### config.mk
export PLATFORM = sky130hd
export DESIGN_NAME = loss_filter
export DESIGN_NICKNAME = d
export VERILOG_FILES = /design/src/hdl/ks_pkg.sv /design/src/hdl/loss_filter.sv
export SDC_FILE = /design/constraint.sdc
export NUM_CORES = 1
export LEC_CHECK = 0
export BUFFER_PORTS_ARGS = -buffer_cell sky130_fd_sc_hd__buf_2
export CORE_MARGIN = 1.5
export CORE_UTILIZATION = 58
export DETAILED_ROUTE_END_ITERATION = 10
export GPL_ROUTABILITY_DRIVEN = 0
export GPL_TIMING_DRIVEN = 1
export HOLD_SLACK_MARGIN = 0.03
export MAX_ROUTING_LAYER = met4
export PLACE_DENSITY = 0.89
export SYNTH_ARGS = -nofsm -noshare
export SYNTH_HDL_FRONTEND = slang
export SYNTH_SLANG_ARGS = --single-unit
### constraint.sdc
create_clock -name clk -period 7.9 [get_ports clk]
set_clock_uncertainty 0.2 [all_clocks]
set_input_delay 1.58 -clock clk [delete_from_list [all_inputs] [get_ports clk]]
set_output_delay 1.58 -clock clk [all_outputs]
set_load 0.02 [all_outputs]
### src/hdl/ks_pkg.sv
package ks_pkg;

	// sample and slot address widths
	localparam int KS_DATA_W = 32;
	localparam int KS_ADDR_W = 9;

	// strings shorter than this are stretched to it
	localparam int KS_MIN_LEN = 4;

	// output credits available after reset
	localparam int KS_CREDITS = 8;

	// idle cycles between the pluck edge and the first excitation step
	localparam int KS_DRAIN_CYCLES = 2;

	// right shifting galois lfsr for x^32 + x^22 + x^2 + x + 1
	localparam logic [KS_DATA_W-1:0] KS_LFSR_SEED = 32'h1D87_2B41;
	localparam logic [KS_DATA_W-1:0] KS_LFSR_TAPS = 32'h8020_0003;

	typedef enum logic [1:0]
	{
		IDLE,
		DRAIN,
		EXCITE,
		SUSTAIN
	} ks_state_e;

	// configuration sampled on the pluck edge
	typedef struct packed
	{
		logic [KS_ADDR_W-1:0] length;
		logic [3:0]           decay_shift;
	} ks_cfg_t;

	// one delay slot visit
	typedef struct packed
	{
		logic                 valid;
		logic [KS_ADDR_W-1:0] addr;
		logic                 excite;
		logic [3:0]           decay_shift;
	} ks_step_t;

	typedef struct packed
	{
		logic                        valid;
		logic signed [KS_DATA_W-1:0] data;
	} ks_sample_t;

endpackage

### src/hdl/loss_filter.sv
`timescale 1ns/1ps

module loss_filter
	import ks_pkg::*;
(
	input  logic                        clk,
	input  logic                        trig_reset,
	input  ks_step_t                    step_q,
	input  logic signed [KS_DATA_W-1:0] rd_data,
	input  logic signed [KS_DATA_W-1:0] noise,
	output ks_sample_t                  sample,
	output logic                        wr_en,
	output logic [KS_ADDR_W-1:0]        wr_addr,
	output logic signed [KS_DATA_W-1:0] wr_data
);

	logic signed [KS_DATA_W-1:0] prev;
	logic signed [KS_DATA_W:0]   sum_ext;
	logic signed [KS_DATA_W-1:0] avg;
	logic signed [KS_DATA_W-1:0] damped;
	logic signed [KS_DATA_W-1:0] result;

	always_comb
	begin
		// 33 bit sum so the average cannot overflow
		sum_ext = rd_data + prev;
		avg     = sum_ext[KS_DATA_W:1];
		if (step_q.decay_shift == 4'd0)
		begin
			damped = avg;
		end
		else
		begin
			damped = avg - (avg >>> step_q.decay_shift);
		end
		result = step_q.excite ? noise : damped;
	end

	always_ff @(posedge clk)
	begin
		if (trig_reset)
		begin
			prev        <= '0;
			sample      <= '0;
			wr_en       <= 1'b0;
			wr_addr     <= '0;
			wr_data     <= '0;
		end
		else
		begin
			sample.valid <= step_q.valid;
			wr_en        <= step_q.valid;
			if (step_q.valid)
			begin
				prev        <= result;
				sample.data <= result;
				// same sample goes back into the slot it was read from
				wr_addr     <= step_q.addr;
				wr_data     <= result;
			end
		end
	end

endmodule

Word-level counts from Yosys, hierarchy flattened
Index checks and enable logic that the tools add are counted.
{"block": "word_totals", "ff_bits": 42, "in_bits": 81, "out_inout_bits": 75}
{"block": "op_classes", "add_sub_neg": 2, "shifts": 1, "n_mux": 2, "n_reduce_logical": 1}
{"operator": "32-bit 2-to-1 mux", "n": 2}
{"operator": "32-bit by 32-bit adder with 33-bit output", "n": 1}
{"operator": "32-bit by 4-bit >>> shifter with 32-bit output", "n": 1}
{"operator": "32-bit subtractor", "n": 1}
{"operator": "4-bit logical NOT", "n": 1}

Logic depth before layout (Yosys ltp)
{"block": "logic_depth", "word_depth": 5, "mapped_depth": 28, "depth_no_buf": 28}

Least setup slack after synthesis
Ideal clock, no wire load.
{"block": "synth_path", "path_kind": "input to register", "startpoint": "input port rd_data[1]", "endpoint": "register prev[27]", "setup_time_ns": 0.120, "t_arrival_ns": 6.996, "required_time_ns": 7.580, "path_slack_ns": 0.585, "stages": 26, "path_buffers": 0, "path_cell_list": "inv_1 -> fa_1 -> nand2b_1 -> a21oi_2 -> a2bb2oi_2 -> a211oi_1 -> o21ai_0 -> a21o_1 -> a21oi_1 -> xnor2_1 -> mux2i_1 -> mux2_2 -> mux2_2 -> a21o_1 -> ha_1 -> or3_1 -> o311ai_0 -> o22ai_1 -> a21oi_1 -> a311oi_1 -> and2_1 -> nor2_1 -> maj3_2 -> nor3b_1 -> o311a_1 -> a211o_1"}
{"block": "synth_between", "elab_chain_len": 5}
{"element": "from (decl)", "line": "loss_filter.sv:9", "source": "input logic signed [KS_DATA_W-1:0] rd_data,"}
{"element": "32-bit by 32-bit adder with 33-bit output (*)", "line": "loss_filter.sv:26", "source": "sum_ext = rd_data + prev;"}
{"element": "32-bit by 4-bit >>> shifter with 32-bit output", "line": "loss_filter.sv:34", "source": "damped = avg - (avg >>> step_q.decay_shift);"}
{"element": "32-bit subtractor", "line": "loss_filter.sv:34"}
{"element": "32-bit 2-to-1 mux (*)", "line": "loss_filter.sv:28", "source": "if (step_q.decay_shift == 4'd0)"}
{"element": "32-bit 2-to-1 mux (*)", "line": "loss_filter.sv:36", "source": "result = step_q.excite ? noise : damped;"}
{"element": "to (signal assigned)", "line": "loss_filter.sv:55", "source": "prev <= result;"}
{"element": "to (decl)", "line": "loss_filter.sv:17", "source": "logic signed [KS_DATA_W-1:0] prev;"}
Every way passes the cells marked *; elsewhere a longest branch is shown, timed or not.
A chain may end at the register's enable or synchronous reset.

Worst setup path in the final report
{"block": "layout_path", "startpoint": "input port rd_data[10]", "endpoint": "register prev[27]"}
The elaborated chain is that of the path after synthesis.

==> flow_summary.yaml <==
setup_path:
  crit_slowest_cell: "o221ai_1"
  crit_chain: "buf_2, ha_1, a21oi_1, o21ai_1, o221ai_1, nand3_1, xor2_1, mux2i_1, mux2_2, mux2_2, a21o_1, ha_1, or3_1, o311ai_0, buf_4, o22ai_2, a21oi_2, a311oi_2, and2_1, nor2_1, maj3_2, nor3b_1, o311a_1, a211o_1"
  max_stage_delay_ns: 0.50
  critPathLaunchType: "primary input"
  crit_fanout: 5
  cp.arrival_ns: 7.61
  critical_path_class: "primary input to flip-flop"
  cp.required_ns: 7.89
  end_kind: "flip-flop"
clock_network:
  cts.reportedPaths.clkPinSlew_ns: 0.07
  clock-sinks: 42
  cts.htree.levels: 2
  root_buffer: "clkbuf_16"
  cts_tree: "yes"
  clock_latency_ns: 0.30
  cts_made_buffers: 5
  cts_setup_buffers: 0
  clock_path_buffers: 2
logic_synthesis:
  synth_area_leader_cell: "dfxtp_1"
  syn_inst: 1083
  synth_top_area_share_pct: 10.88
  syn-num-nets: 1225
  synth_top_flop_cell: "dfxtp_1"
  syn_area_per_cell_um2: 7.133
  synth_area_leaders: "dfxtp_1 (11%), ha_1 (9.6%), mux2i_1 (8.9%), a21oi_1 (6.7%), nor2_1 (6.0%)"
  synthTopCellsByCount: "nor2_1 (124), nand2_1 (110), a21oi_1 (103), mux2i_1 (69), o21ai_0 (63)"
  yosys_warnings: 0
  async_flop_share_pct: 0
  netlist_area_um2: 7725
  ys_seq_area_share_pct: 10.88
  synth_cell_types: 86
  yosysMostFrequentCell: "nor2_1"
  synth_edf_count: 0
  synth-seq-cells: 42
die:
  die_area_um2: 14020
  die_x_um: 118.4
  io_pins: 156
  start_util_pct: 60.23
  coreArea_um2: 12820
  row_count: 41
  fp.dieH_um: 118.4
drt:
  via_per_inst: 6.777
  dr.pass1.iters: 8
  detail_route.wl_per_cell_um: 19.05
  drtIter0Drc: 1663
  drc_errors: 0
  ant_nets: 0
  wirelength_mm: 25.70
  vias: 9142
sta:
  worst_pin_slew_ns: 1.291
  tns_ns: 0
  finalSetupViolations: 0
  hold_slack_ns: 0.3035
  min_period_ns: 7.627
  period_share_pct: 96.55
  drv_slew: 0
  max_slew_margin_pct: 13.86
  max_freq_mhz: 131.1
  hold_violations: 0
pwr:
  switching_share_pct: 57.06
  total_power_uw: 4654
  p_switching_uw: 2655
  p_seq_share_pct: 7.3
  leakage_uw: 0.004035
  clockPowerShare_pct: 4.8
  power.density_nw_per_um2: 540.3
  combPwrFrac_pct: 87.9
  p_int_uw: 1999
  peakVddDrop_v: 0.0002612
grt:
  grt_pass1_vias: 8184
  grt_max_degree: 49
  grt_pass1_wl_mm: 40.82
  antenna_found_initial: 1
  grt_use_total_pct: 36.09
  grt.overflow.total: 0
layout:
  drive_gt1_share_pct: 21.51
  fin_cells: 1349
  layout.nets: 1317
  final_design_area_no_fill_um2: 8613
  areaGrowthSynthToFinish_pct: 11.50
status:
  status: "finished clean"
placement:
  place_area_um2: 8399
  dp_hpwl_mm: 19.81
  dp.cells: 1340
  io_buffers: 155
flow_run:
  maxCapViolCount: 0
hold_path:
  hp-class: "flip-flop to flip-flop"
## logic make-up after synthesis
family / Yosys count / share of synthesized area (%)
xor gates and xnor gates: 51 / 6.074
muxes: 90 / 12.44
buffers and inverters: 129 / 8.406
AOI/OAI and AO/OA: 344 / 30.34
DFF: 42 / 10.88
adders and majority gates: 63 / 10.35
and+or+nand+nor: 364 / 21.51
## layout by cell type, fill, tap and decap left out, drive strengths merged, types with 14 or more instances in the layout
cell and instances:
inv 31, ha 59, mux2i 69, buf 184, nand2 110, nor3 24, mux2 18, a21o 19
nand2b 14, nand3 24, a211oi 25, xor2 21, xnor2 30, o211ai 29, nor2 124, a21oi 107
dfxtp 42, o21ai 71
## area by class of cell
cell class / count / area [µm²]
antenna: 1 / 2.502
clock inverter: 3 / 23.77
inverter: 30 / 112.6
multi-input combinational: 912 / 6300
clock buffer: 5 / 125.1
timing repair buffer: 184 / 993.5
tap: 172 / 215.2
fill: 1023 / 4212
sequential: 42 / 840.8
## state kept, by name, indices dropped and copies added (netlist names)
| name | flops |
|---|---|
| wr_en | 1 |
| wr_addr | 9 |
| prev | 32 |
## power groups by stage
| stage | clock network (µW) | registers, µW | logic (µW) |
|---|---|---|---|
| detailed placement | 0 | 344 | 3850 |
| finish | 222 | 341 | 4090 |
| CTS | 221 | 339 | 3880 |
| global route | 228 | 349 | 4400 |
| global placement | 0 | 340 | 3760 |
| floorplan | 0 | 401 | 2900 |
## layer usage
layer  up-vias  part of all wire (%)  track usage [%]
li1       4132                     -                -
met1      4126                    39            46.94
met2       757                    43            56.58
met3       127                    13            6.322
met4         0                   4.3            12.27
met5         -                     0                -
## per-stage QoR
stage | setup WS, ns | util (%)
2_1_floorplan | 0.5847 | -
3_3_place_gp | 0.2161 | 65.49
3_5_place_dp | 0.02188 | 65.49
4_1_cts | 0.3005 | 66.65
5_1_grt | -0.02350 | 67.16
6_report | 0.2727 | 67.16
## critical path: cells and delay by family
kind	cells	cell delay, ns
compound gates	10	2.60
xor+xnor	1	0.47
fa+ha+maj	3	0.88
buf+inv	2	0.32
mux	3	0.78
simple gates	5	0.99
## what timing repair did
item,4_1_cts,5_1_grt
resized for setup,0,13
hold buffers,0,0
endpoints found under the setup margin,0,8
## path summary, 6_finish.rpt
| check | endpoint | from | depth (start not counted) | slack (ns) |
|---|---|---|---|---|
| max | prev[27]$_SDFFE_PP0P_ | rd_data[10] | 24 | 0.27 |
| min | wr_addr[6]$_SDFFE_PP0P_ | wr_addr[6]$_SDFFE_PP0P_ | 2 | 0.30 |
| max reg2reg | prev[27]$_SDFFE_PP0P_ | prev[0]$_SDFFE_PP0P_ | 28 | 1.28 |
| min reg2reg | wr_addr[6]$_SDFFE_PP0P_ | wr_addr[6]$_SDFFE_PP0P_ | 2 | 0.30 |
(Power assumes the default switching activity.)
