$ cat src/hdl/ks_pkg.sv
package ks_pkg;

	// sample and slot address widths
	localparam int KS_DATA_W = 32;
	localparam int KS_ADDR_W = 9;

	// strings shorter than this are stretched to it
	localparam int KS_MIN_LEN = 4;

	// output credits available after reset
	localparam int KS_CREDITS = 8;

	// idle cycles between the pluck edge and the first excitation step
	localparam int KS_DRAIN_CYCLES = 2;

	// right shifting galois lfsr for x^32 + x^22 + x^2 + x + 1
	localparam logic [KS_DATA_W-1:0] KS_LFSR_SEED = 32'h1D87_2B41;
	localparam logic [KS_DATA_W-1:0] KS_LFSR_TAPS = 32'h8020_0003;

	typedef enum logic [1:0]
	{
		IDLE,
		DRAIN,
		EXCITE,
		SUSTAIN
	} ks_state_e;

	// configuration sampled on the pluck edge
	typedef struct packed
	{
		logic [KS_ADDR_W-1:0] length;
		logic [3:0]           decay_shift;
	} ks_cfg_t;

	// one delay slot visit
	typedef struct packed
	{
		logic                 valid;
		logic [KS_ADDR_W-1:0] addr;
		logic                 excite;
		logic [3:0]           decay_shift;
	} ks_step_t;

	typedef struct packed
	{
		logic                        valid;
		logic signed [KS_DATA_W-1:0] data;
	} ks_sample_t;

endpackage

$ cat src/hdl/ks_control.sv
`timescale 1ns/1ps

module ks_control
	import ks_pkg::*;
(
	input  logic     clk,
	input  logic     trig_reset,
	input  logic     pluck,
	input  ks_cfg_t  cfg,
	input  logic     credit_return,
	output ks_step_t step
);

	ks_state_e state;

	logic pluck_q;
	logic pluck_edge;

	// clamped config and the copy held for the current note
	ks_cfg_t cfg_clamped;
	ks_cfg_t cfg_q;

	logic [KS_ADDR_W-1:0] ptr;
	logic                 ptr_last;
	logic [KS_ADDR_W-1:0] exc_cnt;

	logic [$clog2(KS_DRAIN_CYCLES+1)-1:0] drain_cnt;
	logic [$clog2(KS_CREDITS+1)-1:0]      credits;

	logic issue;

	assign pluck_edge = pluck & ~pluck_q;

	always_comb
	begin
		cfg_clamped = cfg;
		if (cfg.length < KS_MIN_LEN)
		begin
			cfg_clamped.length = KS_ADDR_W'(KS_MIN_LEN);
		end
	end

	// a step goes out only when the consumer has room for its sample
	assign issue = (credits != '0) && ((state == EXCITE) || (state == SUSTAIN));
	assign ptr_last = (ptr == cfg_q.length - 1'b1);

	always_comb
	begin
		step.valid       = issue;
		step.addr        = ptr;
		step.excite      = (state == EXCITE);
		step.decay_shift = cfg_q.decay_shift;
	end

	always_ff @(posedge clk)
	begin
		if (trig_reset)
		begin
			state     <= IDLE;
			pluck_q   <= 1'b0;
			cfg_q     <= '{length: KS_ADDR_W'(KS_MIN_LEN), decay_shift: 4'd0};
			drain_cnt <= '0;
			ptr       <= '0;
			exc_cnt   <= '0;
		end
		else
		begin
			pluck_q <= pluck;
			if (pluck_edge)
			begin
				// restart from any state while the drain lets old samples finish
				state     <= DRAIN;
				cfg_q     <= cfg_clamped;
				drain_cnt <= '0;
				ptr       <= '0;
				exc_cnt   <= '0;
			end
			else
			begin
				case (state)
					DRAIN:
					begin
						if (drain_cnt == KS_DRAIN_CYCLES - 1)
						begin
							state <= EXCITE;
						end
						else
						begin
							drain_cnt <= drain_cnt + 1'b1;
						end
					end
					EXCITE:
					begin
						if (issue)
						begin
							exc_cnt <= exc_cnt + 1'b1;
							// one full string of noise, then sustain
							if (exc_cnt == cfg_q.length - 1'b1)
							begin
								state <= SUSTAIN;
							end
						end
					end
					default:
					begin
					end
				endcase

				if (issue)
				begin
					ptr <= ptr_last ? '0 : ptr + 1'b1;
				end
			end
		end
	end

	// issue and return in the same cycle cancel out
	always_ff @(posedge clk)
	begin
		if (trig_reset)
		begin
			credits <= ($clog2(KS_CREDITS+1))'(KS_CREDITS);
		end
		else
		begin
			case ({issue, credit_return})
				2'b10: credits <= credits - 1'b1;
				2'b01: credits <= credits + 1'b1;
				default: credits <= credits;
			endcase
		end
	end

	credit_bound: assert property (@(posedge clk) disable iff (trig_reset)
		credits <= KS_CREDITS);

	addr_in_string: assert property (@(posedge clk) disable iff (trig_reset)
		step.valid |-> (step.addr < cfg_q.length));

endmodule

$ cat config.mk
export PLATFORM = sky130hd
export DESIGN_NAME = ks_control
export DESIGN_NICKNAME = d
export VERILOG_FILES = /design/src/hdl/ks_pkg.sv /design/src/hdl/ks_control.sv
export SDC_FILE = /design/constraint.sdc
export NUM_CORES = 1
export LEC_CHECK = 0
export BUFFER_PORTS_ARGS = -buffer_cell sky130_fd_sc_hd__buf_2
export CAP_MARGIN = 20
export CORE_MARGIN = 2
export CORE_UTILIZATION = 30
export CTS_BUF_LIST = sky130_fd_sc_hd__clkbuf_4
export CTS_CLUSTER_DIAMETER = 120
export CTS_CLUSTER_SIZE = 10
export DETAILED_ROUTE_END_ITERATION = 10
export GPL_ROUTABILITY_DRIVEN = 1
export SETUP_SLACK_MARGIN = 0.1
export SLEW_MARGIN = 15
export SYNTH_ARGS = -nofsm -noshare
export SYNTH_HDL_FRONTEND = slang
export SYNTH_SLANG_ARGS = --single-unit
$ cat constraint.sdc
create_clock -name clk -period 3.2 [get_ports clk]
set_input_delay 0.16 -clock clk [delete_from_list [all_inputs] [get_ports clk]]
set_output_delay 0.16 -clock clk [all_outputs]
set_load 0.02 [all_outputs]
== After elaboration in Yosys (flattened, before gate mapping) ==
Cells that the tools add are included.

* $lt $le $gt $ge: 1
* Equal/unequal tests: 14
* Bitwise logic cells: 3
* Add/sub/neg operators: 6
* Multiplexer cells: 8
* Reductions and logical operators: 11

{| class="wikitable"
|+ Operators with widths
! operator !! number
|-
| 9-bit by 1-bit adder with 9-bit output, second input constant || 2
|-
| 9-bit equality test || 2
|-
| 9-bit 2-to-1 mux || 2
|-
| 9-bit by 3-bit less-than comparator with 1-bit output, second input constant || 1
|-
| 9-bit by 1-bit subtractor with 9-bit output, second input constant || 1
|-
| 4-bit one-hot mux with 2 select lines || 1
|-
| 4-bit AND reduction || 2
|-
| 2-bit by 1-bit equality test with 1-bit output, second input constant || 3
|-
| 2-bit equality test, second input constant || 3
|-
| 2-bit 2-to-1 mux || 3
|-
| 3-bit by 1-bit inequality test with 1-bit output, second input constant || 2
|-
| 4-bit by 1-bit adder with 4-bit output, second input constant || 1
|-
| 2-bit by 1-bit inequality test with 1-bit output, second input constant || 2
|-
| 2-bit one-hot mux with 2 select lines || 1
|-
| 2-bit AND reduction || 2
|-
| 2-bit nonzero test || 2
|-
| 4-bit nonzero test || 1
|-
| 4-bit by 1-bit subtractor with 4-bit output, second input constant || 1
|-
| 3-bit inequality test, second input constant || 1
|-
| 3-bit nonzero test || 1
|-
| 2-bit by 1-bit adder with 2-bit output, second input constant || 1
|-
| 2-bit inequality test, second input constant || 1
|-
| 1-bit NOT || 2
|-
| 2-bit OR reduction || 1
|-
| other kinds (4) || 4
|}

* Bits in registers: 40
* Logic and storage cells: 52
* Input port bits: 17
* Output and inout port bits: 15

== Depth between registers and ports, before layout ==
* Depth in word-level cells: 6
* Gate-level depth with buffers: 11
* Depth with buffers taken out: 10

== Worst setup path after synthesis ==
No wires, ideal clock.

* Path type: reg2reg
* Start point: register credits[0]
* End point: register credits[3]
* Arrival time: 2,459 ps
* Stages on the path, launching flop included: 12
* Setup slack: 608 ps
* Data required time: 3,068 ps
* Path buffers: 1
* Cell sequence: dfxtp_1 > nor4_1 > nand2b_1 > buf_2 > ha_1 > inv_1 > ha_1 > a21o_1 > a21oi_1 > xnor2_1 > o21ai_0 > or3b_2

* Longest elaborated chain between the ends: 4
* Elaborated cells on any way between the ends: 8
* Those cells by class: 2 x add/sub; 2 x eq/ne; 1 x mux; 3 x reduce/logical

{| class="wikitable"
|+ Ends and longest elaborated chain
! element !! RTL line !! RTL
|-
| start: declaration || ks_control.sv:28 || <nowiki>logic [$clog2(KS_CREDITS+1)-1:0] credits;</nowiki>
|-
| start signal: assignment || ks_control.sv:122 || <nowiki>credits <= ($clog2(KS_CREDITS+1))'(KS_CREDITS);</nowiki>
|-
| start signal: assignment || ks_control.sv:127 || <nowiki>2'b10: credits <= credits - 1'b1;</nowiki>
|-
| start signal: assignment || ks_control.sv:128 || <nowiki>2'b01: credits <= credits + 1'b1;</nowiki>
|-
| branches (longest 4 deep; another with 4-bit by 1-bit adder with 4-bit output) || -- ||
|}

Several ways; the timed one is not identified.
A chain may end at the register's enable or synchronous reset.

== Worst setup path after layout ==
Same ends and word-level chain as after synthesis.

==> results.sh <==
export IMPL_status="finished, final reports clean"
export IMPL_rsz0062_at_grt="false"
export IMPL_layout_common_cells="nand2_1 (42), dfxtp_1 (40), buf_2 (31)"
export IMPL_fin_tns_setup_ns=0
export IMPL_syn_avg_cell_area_um2=8.09
export IMPL_path_class="flip-flop to flip-flop"
export IMPL_yosys_area_share_simple=0.264
export IMPL_async_flop_share=0
export IMPL_die_area_um2=8770
export IMPL_crit_fanout=4
export IMPL_vias=1986
export IMPL_final_common_cell="nand2_1"
export IMPL_post_cts_buffers=0
export IMPL_p_leak_uw=0.000989
export IMPL_final_hold_violation_count=0
export IMPL_hold_path_class="input port to flip-flop"
export IMPL_grt_start_max_net_pins=21
export IMPL_antennaDiodeCount=0
export IMPL_ff2ff_setup_slack_ns=0.62
export IMPL_fin_skew_ns=0.00636
export IMPL_ioPinCount=32
export IMPL_post_route_min_period_ns=2.58
export IMPL_yosysSeqAreaShare=0.332
export IMPL_antenna_found_initial=0
export IMPL_synth_top_family_by_area="simple AND/OR/NAND/NOR gates"
export IMPL_post_drt_wl_per_cell_um=12.2
export IMPL_netlist_instances=298
export IMPL_ys_ff_latch=40
export IMPL_power_density_nw_per_um2=370
export IMPL_fmax_mhz=388
export IMPL_drive_gt1_frac=0.165
export IMPL_synth_yosys_warnings=0
export IMPL_overflow=0
export IMPL_drv_cap=0
export IMPL_core_um2=7770
export IMPL_ir_drop_v=0.000192
export IMPL_row_count=32
export IMPL_cp_arrival_ns=2.81
export IMPL_grt_pass1_vias=1883
export IMPL_detail_route_first_pass_iterations=5
export IMPL_dp_slack_ns=0.623
export IMPL_gp_congestion=0.853
export IMPL_cts_sinks=40
export IMPL_setup_violations=0
export IMPL_synth_main_ff_cell="dfxtp_1"
export IMPL_synthAdderAreaFrac=0.0446
export IMPL_dieHeight_um=93.7
export IMPL_synth_xor_area_frac=0.120
export IMPL_initial_core_util=0.310
export IMPL_postCtsHoldBufs=0
export IMPL_postRouteAntennaNets=0
export IMPL_crit_path_end_kind="flip-flop"
export IMPL_start_kind="flip-flop"
export IMPL_routed_wl_mm=5.09
export IMPL_clk_insertion_delay_late_ns=0.35
export IMPL_drt_iter0_drc=123
export IMPL_clock_root_buffer="clkbuf_4"
export IMPL_synth_distinct_cells=47
export IMPL_finalNetCount=340
export IMPL_timing_slew_headroom=0.487
export IMPL_clk_pin_slew_ns=0.12
export IMPL_ctsHtreeMaxLevel=2
export IMPL_cts_made_buffers=5
export IMPL_cts_resized=0
export IMPL_syn2layout_area_growth_pct=8.36
export IMPL_die_w_um=93.7
export IMPL_cts_tree="done"
export IMPL_synth_area_um2=2410
export IMPL_syn_nets=323
export IMPL_dpl_instance_area_um2=2560
export IMPL_synth_compound_area_frac=0.147
export IMPL_hpwl_mm=3.87
export IMPL_drc=0
export IMPL_total_power_uw=967
export IMPL_crit_required_ns=3.43
export IMPL_synth_mux_area_frac=0.0130
export IMPL_period_share=0.805
export IMPL_worst_pin_slew_ns=0.770
export IMPL_layout_setup_ws_ns=0.623
export IMPL_viasPerCell=4.76
export IMPL_track_usage=0.126
export IMPL_slew_viol_final=0
export IMPL_synth_edff_count=0
export IMPL_numPortBuffers=31
export IMPL_grt_first_pass_wirelength_mm=8.81
export IMPL_final_core_util=0.336
export IMPL_finalInstanceArea_um2=2610
export IMPL_cts_buffer_depth=2
cell usage after synthesis, drive strengths merged (2+ instances only):
cell type / number / area, um^2
xnor2: 22 / 193
nand4: 4 / 40.0
nand3b: 2 / 15.0
nand2b: 7 / 51.3
a31oi: 6 / 37.5
and3: 2 / 12.5
a21oi: 25 / 125
clkbuf: 9 / 33.8
nand3: 8 / 40.0
inv: 12 / 45.0
a21o: 2 / 15.0
nor3: 6 / 35.0
dfxtp: 40 / 801
nor3b: 3 / 27.5
xor2: 11 / 96.3
nand2: 42 / 158
ha: 7 / 87.6
mux2i: 2 / 20.0
nor2b: 5 / 31.3
or3: 3 / 18.8
o22ai: 2 / 12.5
nor2: 30 / 115
nor4: 6 / 67.6
buf: 14 / 113
o21ai: 14 / 73.8
a211oi: 3 / 22.5
cell families (layout without fill, tap and decap cells):
group / count (synthesis) / count (layout)
compound gates: 58 / 58
xor+xnor: 33 / 33
fa+ha+maj: 8 / 8
buf+inv: 35 / 52
flops: 40 / 40
mux: 3 / 3
simple gates: 121 / 121
power breakdown:
group          switching, uW  total, uW  internal, uW
Combinational           96.2        176          79.3
Clock                    166        246          80.2
Sequential              26.7        545           519
Total                    289        967           678
layer usage:
layer,routed length (um),vias to the layer above,track usage
met5,0,-,0
met4,64,0,0.0447
met3,207,5,0.0257
met2,2260,40,0.200
met1,2560,909,0.171
li1,-,1032,-
worst paths after layout:
kind	to	startpoint	cells after the start
worst max-delay path	credits[3]	credits[0]	10
worst min-delay path	cfg_q[5]	cfg[5]	3
worst max register to register	credits[3]	credits[0]	10
worst min register to register	step[0]	step[0]	2
registers in the layout, indices dropped and copies added (netlist names):
name       flops
state          2
drain_cnt      2
pluck_q        1
exc_cnt        9
step           4
cfg_q          9
credits        4
ptr            9
final cells by class:
type / instances / area [um^2]
timing repair buffer: 33 / 170
fill: 845 / 5150
inverter: 12 / 45.0
multi-input combinational: 223 / 1420
clock inverter: 2 / 12.5
sequential: 40 / 801
clock buffer: 5 / 37.5
tap: 102 / 128
metrics by stage:
stage	instances	hold slack (ns)
after floorplan	298	0.269
after global placement	410	0.376
after detailed placement	410	0.370
after CTS	417	0.00188
after global routing	417	0.0206
final	417	0.0164
critical path: stages, from the launching register on:
cell and delay (ns):
dfxtp_1 0.37, nor4_1 0.35, nand2b_1 0.18, ha_1 0.18, inv_1 0.09, ha_1 0.28, a21o_1 0.17, a21oi_1 0.17
xnor2_1 0.10, o21ai_0 0.13, or3b_2 0.44
Note: power is estimated with default switching activity, not from simulation.
