===== src/hdl/ks_pkg.sv =====
package ks_pkg;

	// sample and slot address widths
	localparam int KS_DATA_W = 32;
	localparam int KS_ADDR_W = 9;

	// strings shorter than this are stretched to it
	localparam int KS_MIN_LEN = 4;

	// output credits available after reset
	localparam int KS_CREDITS = 8;

	// idle cycles between the pluck edge and the first excitation step
	localparam int KS_DRAIN_CYCLES = 2;

	// right shifting galois lfsr for x^32 + x^22 + x^2 + x + 1
	localparam logic [KS_DATA_W-1:0] KS_LFSR_SEED = 32'h1D87_2B41;
	localparam logic [KS_DATA_W-1:0] KS_LFSR_TAPS = 32'h8020_0003;

	typedef enum logic [1:0]
	{
		IDLE,
		DRAIN,
		EXCITE,
		SUSTAIN
	} ks_state_e;

	// configuration sampled on the pluck edge
	typedef struct packed
	{
		logic [KS_ADDR_W-1:0] length;
		logic [3:0]           decay_shift;
	} ks_cfg_t;

	// one delay slot visit
	typedef struct packed
	{
		logic                 valid;
		logic [KS_ADDR_W-1:0] addr;
		logic                 excite;
		logic [3:0]           decay_shift;
	} ks_step_t;

	typedef struct packed
	{
		logic                        valid;
		logic signed [KS_DATA_W-1:0] data;
	} ks_sample_t;

endpackage


===== src/hdl/noise_lfsr.sv =====
`timescale 1ns/1ps

module noise_lfsr
	import ks_pkg::*;
(
	input  logic                        clk,
	input  logic                        trig_reset,
	input  ks_step_t                    step,
	output logic signed [KS_DATA_W-1:0] noise
);

	logic [KS_DATA_W-1:0] lfsr;

	// noise lines up with step_q out of the delay line
	always_ff @(posedge clk)
	begin
		if (trig_reset)
		begin
			lfsr  <= KS_LFSR_SEED;
			noise <= '0;
		end
		else if (step.valid && step.excite)
		begin
			noise <= lfsr;
			// shift right, fold the dropped bit back through the taps
			lfsr  <= (lfsr >> 1) ^ (lfsr[0] ? KS_LFSR_TAPS : '0);
		end
	end

	lfsr_nonzero: assert property (@(posedge clk) disable iff (trig_reset)
		lfsr != '0);

endmodule


===== config.mk =====
export PLATFORM = sky130hd
export DESIGN_NAME = noise_lfsr
export DESIGN_NICKNAME = d
export VERILOG_FILES = /design/src/hdl/ks_pkg.sv /design/src/hdl/noise_lfsr.sv
export SDC_FILE = /design/constraint.sdc
export NUM_CORES = 1
export LEC_CHECK = 0
export ABC_AREA = 1
export BUFFER_PORTS_ARGS = -buffer_cell sky130_fd_sc_hd__buf_2
export CORE_MARGIN = 8
export CORE_UTILIZATION = 55
export DETAILED_ROUTE_END_ITERATION = 16
export HOLD_SLACK_MARGIN = 0.03
export MAX_ROUTING_LAYER = met4
export PLACE_DENSITY = 0.82
export SYNTH_ARGS = -nofsm -noshare
export SYNTH_HDL_FRONTEND = slang
export SYNTH_SLANG_ARGS = --single-unit

===== constraint.sdc =====
create_clock -name clk -period 1.29 [get_ports clk]
set_input_delay 0.0645 -clock clk [delete_from_list [all_inputs] [get_ports clk]]
set_output_delay 0.0645 -clock clk [all_outputs]
set_load 0.01 [all_outputs]

==> Word level (Yosys, flattened, before mapping) <==
Index checks and enable logic that the tools add are counted.
{ "totals": {"out_inout_bits": 32, "wordCells": 5, "regBits": 64} }
{ "classes": {"reduce_logical": 1, "muxes": 1, "n_bitwise": 1} }
{ "ops": {"columns": ["cell", "count"], "rows": [
  ["32-bit two-way mux", 1],
  ["31-bit by 32-bit bitwise XOR with 32-bit output", 1],
  ["1-bit logical AND", 1]
]} }

==> Logic depth before layout (Yosys ltp) <==
Gate-level depths: netlist (run 1).
{ "logic_depth": {"depth_word": 2, "ltp_mapped": 7, "depth_no_buf": 5} }

==> Worst setup path before layout (run 1) <==
Ideal clock, no wire load.
{ "synth_path": {"kind": "in2reg", "from": "input step[14] in the netlist's numbering", "to": "register lfsr[0]", "slack_ns": 0.585, "arrival_time_ns": 0.584, "t_required_ns": 1.169, "cell_stages": 7, "setup_time_ns": 0.121, "path_cell_list": "buf_6 > nand2_8 > inv_6 > buf_12 > nand2_2 > nand2_1 > nand3_1"} }
{ "synth_via": {"elab_chain_cells": 1} }
{ "synth_lines": {"columns": ["element", "line", "source"], "rows": [
  ["start, declared", "noise_lfsr.sv:8", "input ks_step_t step,"],
  ["1-bit logical AND", "noise_lfsr.sv:22", "else if (step.valid && step.excite)"],
  ["end signal, assigned", "noise_lfsr.sv:26", "lfsr <= (lfsr >> 1) ^ (lfsr[0] ? KS_LFSR_TAPS : '0);"],
  ["end, declared", "noise_lfsr.sv:12", "logic [KS_DATA_W-1:0] lfsr;"]
]} }
Every way passes these cells.
A chain may end at the register's enable or synchronous reset.

==> Worst setup path after layout (run 1) <==
{ "layout_path": {"from": "register noise[23]", "to": "output noise[23]"} }
{ "layout_lines": {"columns": ["element", "line", "source"], "rows": [
  ["start, declared", "noise_lfsr.sv:9", "output logic signed [KS_DATA_W-1:0] noise"],
  ["start signal, assigned", "noise_lfsr.sv:24", "noise <= lfsr;"]
]} }
No word-level cell between the ends.

==> impl_metrics.toml, run 1 <==
[final_layout]
layout_commonest_cell = "dfxtp_1"
drive_above_1_share = 0.254
fin_nets = 252
nFillCells = 308
antennaDiodeCount = 0
layout_common_cells = "dfxtp_1 (48), nand2_1 (39), buf_2 (35)"
area.growth.synth_to_final_pct = 6.50

[sta]
grt_setup_unrepaired = "false"
hold_violations = 0
maxSlewHeadroom = 0.690
fin_tns_setup_ns = 0
fin_skew_ns = 0.00850
holdWs_ns = 0.105
max_freq_mhz = 1030
setup_viol = 0
worstMarginPinSlew_ns = 0.464
finalMaxSlewViolations = 0
finalCritPeriodShare = 0.751
period_needed_ns = 0.969

[clocking]
cts_resized = 0
cts_tree = "done"
insertion_delay_ns = 0.35
cts.clk_slew.worst_paths_ns = 0.13
cts_buffer_depth = 2
clock_sinks = 48
postCtsSetupRepairBufs = 0
postCtsHoldBufs = 0
numCtsBuffers = 5
root_buffer = "clkbuf_4"
htree_levels = 2

[die]
rows = 21
die_x_um = 73.9
die_area_um2 = 5470
io_pins = 49
coreArea_um2 = 3280
initial_core_util = 0.562
fp.dieH_um = 73.9

[detailed_routing]
wl_mm = 3.45
dr_total_vias = 1382
via_per_inst = 4.90
route.detailed.drc = 0
ant_nets = 0
wl_per_cell_um = 12.2
first_pass_iters = 4
drtIter0Drc = 142

[setup_path]
start_kind = "register"
worst-path-buf-inv = 1
path_delay_family = "flip-flops"
worstPathMaxFanout = 4
crit_path_max_incr_delay_ns = 0.40
arrival_ns = 0.90
cp-startpoint = "noise[23]"
path_cells = "buf_2"
worstPathRequired_ns = 1.23
critPathKind = "reg2out"
crit_path_end_kind = "primary output"
r2r-start = "lfsr[0]"
critPathSlowestCell = "dfxtp_1"

[yosys]
synthCells = 220
ys_ff_latch = 48
avgSynthCellArea_um2 = 8.39
syn-num-nets = 237
synth_top_area_share = 0.520
ys_warn_count = 0
syn_area_um2 = 1850
synth_cell_types = 20
yosys-top-cells-area = "dfxtp_1 (52%), nand2_1 (7.9%), buf_4 (7.7%)"
yosysSeqAreaShare = 0.520
yosys.area.top_type = "dfxtp_1"

[grt]
gr-total-overflow = 0
grt_pass1_wl_mm = 5.80
track_usage = 0.139
grt_pass1_vias = 1318
antenna_found_initial = 0
grt_max_degree = 32

[job]
drv_cap = 0

[run_status]
status = "complete, no violations"

[min_path]
hold_class = "in2reg"
hold_start = "trig_reset"

[place]
io_buffers = 35
dpl.hpwl_mm = 2.29
place_congestion = 0.786

[power_and_ir_drop]
vdd_drop_max_uv = 819
leakage_nw = 0.908
power_density_nw_per_um2 = 1470
[synthesized netlist by cell type]
cell and count:
inv_1 2, a21oi_1 18, buf_6 3, nand4_1 2, nand2_8 1, nand3_1 17, dfxtp_1 48, nand3b_1 1
buf_2 5, o21ai_0 15, nor2_1 34, nand2_2 10, inv_6 1, inv_2 1, a21oi_2 1, buf_1 1
buf_12 1, nand2_1 39, buf_4 19, clkbuf_2 1
[metrics by stage]
| stage | power (mW) | worst slack, ns | std cells | cell area (µm²) | utilization |
|---|---|---|---|---|---|
| floorplan | 1.92 | 0.585 | 220 | 1850 | - |
| global placement | 1.94 | 0.354 | 274 | 1870 | 0.570 |
| detailed placement | 1.95 | 0.352 | 274 | 1870 | 0.570 |
| CTS | 2.91 | 0.315 | 282 | 1970 | 0.599 |
| global route | 3.03 | 0.261 | 282 | 1970 | 0.599 |
| finish | 2.89 | 0.321 | 282 | 1970 | 0.599 |
[power by group]
group          total (mW)  internal [mW]  switching [mW]
clock network       0.973          0.515           0.458
logic               0.292          0.110           0.183
registers            1.62           1.57          0.0535
total                2.89           2.19           0.694
[path summary, 6_finish.rpt]
| check | endpoint | slack [ns] | cells past startpoint |
|---|---|---|---|
| worst max register to register | lfsr[1] | 0.47 | 4 |
| worst min register to register | noise[18] | 0.47 | 2 |
| worst min-delay path | noise[1] | 0.10 | 3 |
| worst max-delay path | noise[23] | 0.32 | 1 |
[sequential cells by signal, indices dropped and copies added, names as in the netlist]
name,cells
noise,31
lfsr,17
[logic make-up after synthesis]
kind of cell | after synthesis | synth area share
compound gates | 34 | 0.0942
buf+inv | 34 | 0.135
flops | 48 | 0.520
simple gates | 104 | 0.250
[layout make-up]
type / count / area (µm²) / area share
clock buffers: 7 / 65.1 / 0.0331
clock inverters: 1 / 30.0 / 0.0153
inverters: 4 / 20.0 / 0.0102
multi-input cells: 138 / 636 / 0.323
flip-flops and latches: 48 / 961 / 0.489
well taps: 46 / 57.6 / 0.0293
repair buffers: 38 / 198 / 0.101
[metal layers]
metal  wire, µm  vias to the layer above  global-route usage
met4         45                        0              0.0599
met5          0                        -                   -
li1           -                      723                   -
met2       1690                       30               0.238
met3        188                        7              0.0350
met1       1520                      622               0.148
No activity file was read; power rests on OpenSTA's default activity.
==> inputs of run 2 (changes only) <==
--- a/config.mk
+++ b/config.mk
@@ -8,11 +8,11 @@
 export ABC_AREA = 1
 export BUFFER_PORTS_ARGS = -buffer_cell sky130_fd_sc_hd__buf_2
 export CORE_MARGIN = 8
-export CORE_UTILIZATION = 55
+export CORE_UTILIZATION = 46
 export DETAILED_ROUTE_END_ITERATION = 16
 export HOLD_SLACK_MARGIN = 0.03
 export MAX_ROUTING_LAYER = met4
-export PLACE_DENSITY = 0.82
+export PLACE_DENSITY = 0.73
 export SYNTH_ARGS = -nofsm -noshare
 export SYNTH_HDL_FRONTEND = slang
 export SYNTH_SLANG_ARGS = --single-unit
==> constraint.sdc (replaced) <==
create_clock -name clk -period 0.85 [get_ports clk]
set_input_delay 0.0425 -clock clk [delete_from_list [all_inputs] [get_ports clk]]
set_output_delay 0.0425 -clock clk [all_outputs]
set_load 0.01 [all_outputs]
==> run 2 against run 1 <==
Critical path depth unchanged. Critical endpoint is now noise[30]. Clock skew about the same. Cell count rose by 3.9%. Die area increased by 15%. Worst setup slack got worse by 0.30 ns. Sequential power is 53% higher.
==> impl_metrics.toml, run 2 (synthesis results as in run 1) <==
[place]
io_buffers = 35
dpl.hpwl_mm = 2.41
place_ws_ns = 0.00780
place_congestion = 0.727
dpl.cell_count = 283

[job]
drv_cap = 0

[sta]
finalCritPeriodShare = 0.972
worstMarginPinSlew_ns = 0.251
period_needed_ns = 0.826
hold_violations = 0
fin_skew_ns = 0.00819
setup_ws_ns = 0.0239
max_freq_mhz = 1210
setup_viol = 0
holdWs_ns = 0.119
maxSlewHeadroom = 0.832
finalMaxSlewViolations = 0

[detailed_routing]
route.detailed.drc = 0
wl_per_cell_um = 12.3
via_per_inst = 4.75
ant_nets = 0
first_pass_iters = 4
wl_mm = 3.61
dr_total_vias = 1393
drtIter0Drc = 80

[grt]
track_usage = 0.124
grt_max_degree = 32
grt_pass1_vias = 1392
grt_pass1_wl_mm = 6.13
gr-total-overflow = 0
antenna_found_initial = 0

[final_layout]
fin_cells = 293
layout_common_cells = "nand2_1 (39), nor2_1 (34), buf_2 (29)"
nFillCells = 365
layout_commonest_cell = "nand2_1"
drive_above_1_share = 0.358
area.growth.synth_to_final_pct = 14.6
antennaDiodeCount = 0
top_regs = "noise (31), lfsr (17)"
largest-register = "noise"
fin_util = 0.537
largest_register_ffs = 31
fin_nets = 259

[setup_path]
worstPathRequired_ns = 0.81
path_delay_family = "flip-flops"
critPathKind = "reg2out"
arrival_ns = 0.78
critPathSlowestCell = "dfxtp_2"
worst-path-buf-inv = 1
crit_path_end_kind = "primary output"
start_kind = "register"
crit_path_max_incr_delay_ns = 0.38
worstPathMaxFanout = 3
path_cells = "buf_6"

[clocking]
clock_sinks = 48
insertion_delay_ns = 0.30
htree_levels = 2
cts.clk_slew.worst_paths_ns = 0.08
cts_tree = "done"
cts_buffer_depth = 2
numCtsBuffers = 5
root_buffer = "clkbuf_8"

[die]
die_area_um2 = 6300
rows = 23
die_x_um = 79.4
fp.dieH_um = 79.4
io_pins = 49
initial_core_util = 0.468
coreArea_um2 = 3940

[power_and_ir_drop]
power_density_nw_per_um2 = 2170
vdd_drop_max_uv = 1240
leakage_nw = 0.964

[run_status]
status = "complete, no violations"

[min_path]
hold_class = "in2reg"
run 2: layer usage:
metal	vias to the layer above	part of all wire	wire length (µm)	GRT usage
li1	735	-	-	-
met1	625	0.49	1770	0.145
met2	28	0.45	1640	0.198
met3	5	0.047	168	0.0372
met4	0	0.0094	34	0.0444
met5	-	0	0	-
run 2: final cells by class:
cell class                 count  area, µm²  share of cell area
sequential                    48        990               0.468
multi-input combinational    138        636               0.300
timing repair buffer          45        300               0.142
clock buffer                   6       72.6              0.0343
tap                           50       62.6              0.0296
clock inverter                 2       35.0              0.0166
inverter                       4       20.0             0.00946
run 2: final timing paths:
check,to,slack [ns],cells after the start,startpoint
max,noise[30],0.02,1,noise[30]
min,noise[0],0.12,4,step[4]
max reg2reg,lfsr[21],0.10,4,lfsr[0]
min reg2reg,noise[0],0.47,2,noise[0]
run 2: power by group:
group | internal [mW] | total, mW | switching, mW | leakage, nW
clock network | 0.874 | 1.62 | 0.744 | 0.0552
logic | 0.216 | 0.500 | 0.284 | 0.506
registers | 2.39 | 2.48 | 0.0854 | 0.402
total | 3.48 | 4.59 | 1.11 | 0.964
run 2: timing repair:
action,in CTS,in global routing
setup endpoints to repair,9,19
buffers inserted,0,2
gates resized for setup,10,18
hold buffers,0,0
pin swaps,0,0
run 2: stage by stage:
stage | total power [mW] | instance area, µm² | setup TNS (ns)
floorplan | 2.91 | 1850 | 0
global placement | 2.98 | 1930 | 0
detailed placement | 2.99 | 1930 | 0
CTS | 4.58 | 2050 | 0
global route | 4.79 | 2120 | -0.00776
finish | 4.59 | 2120 | 0
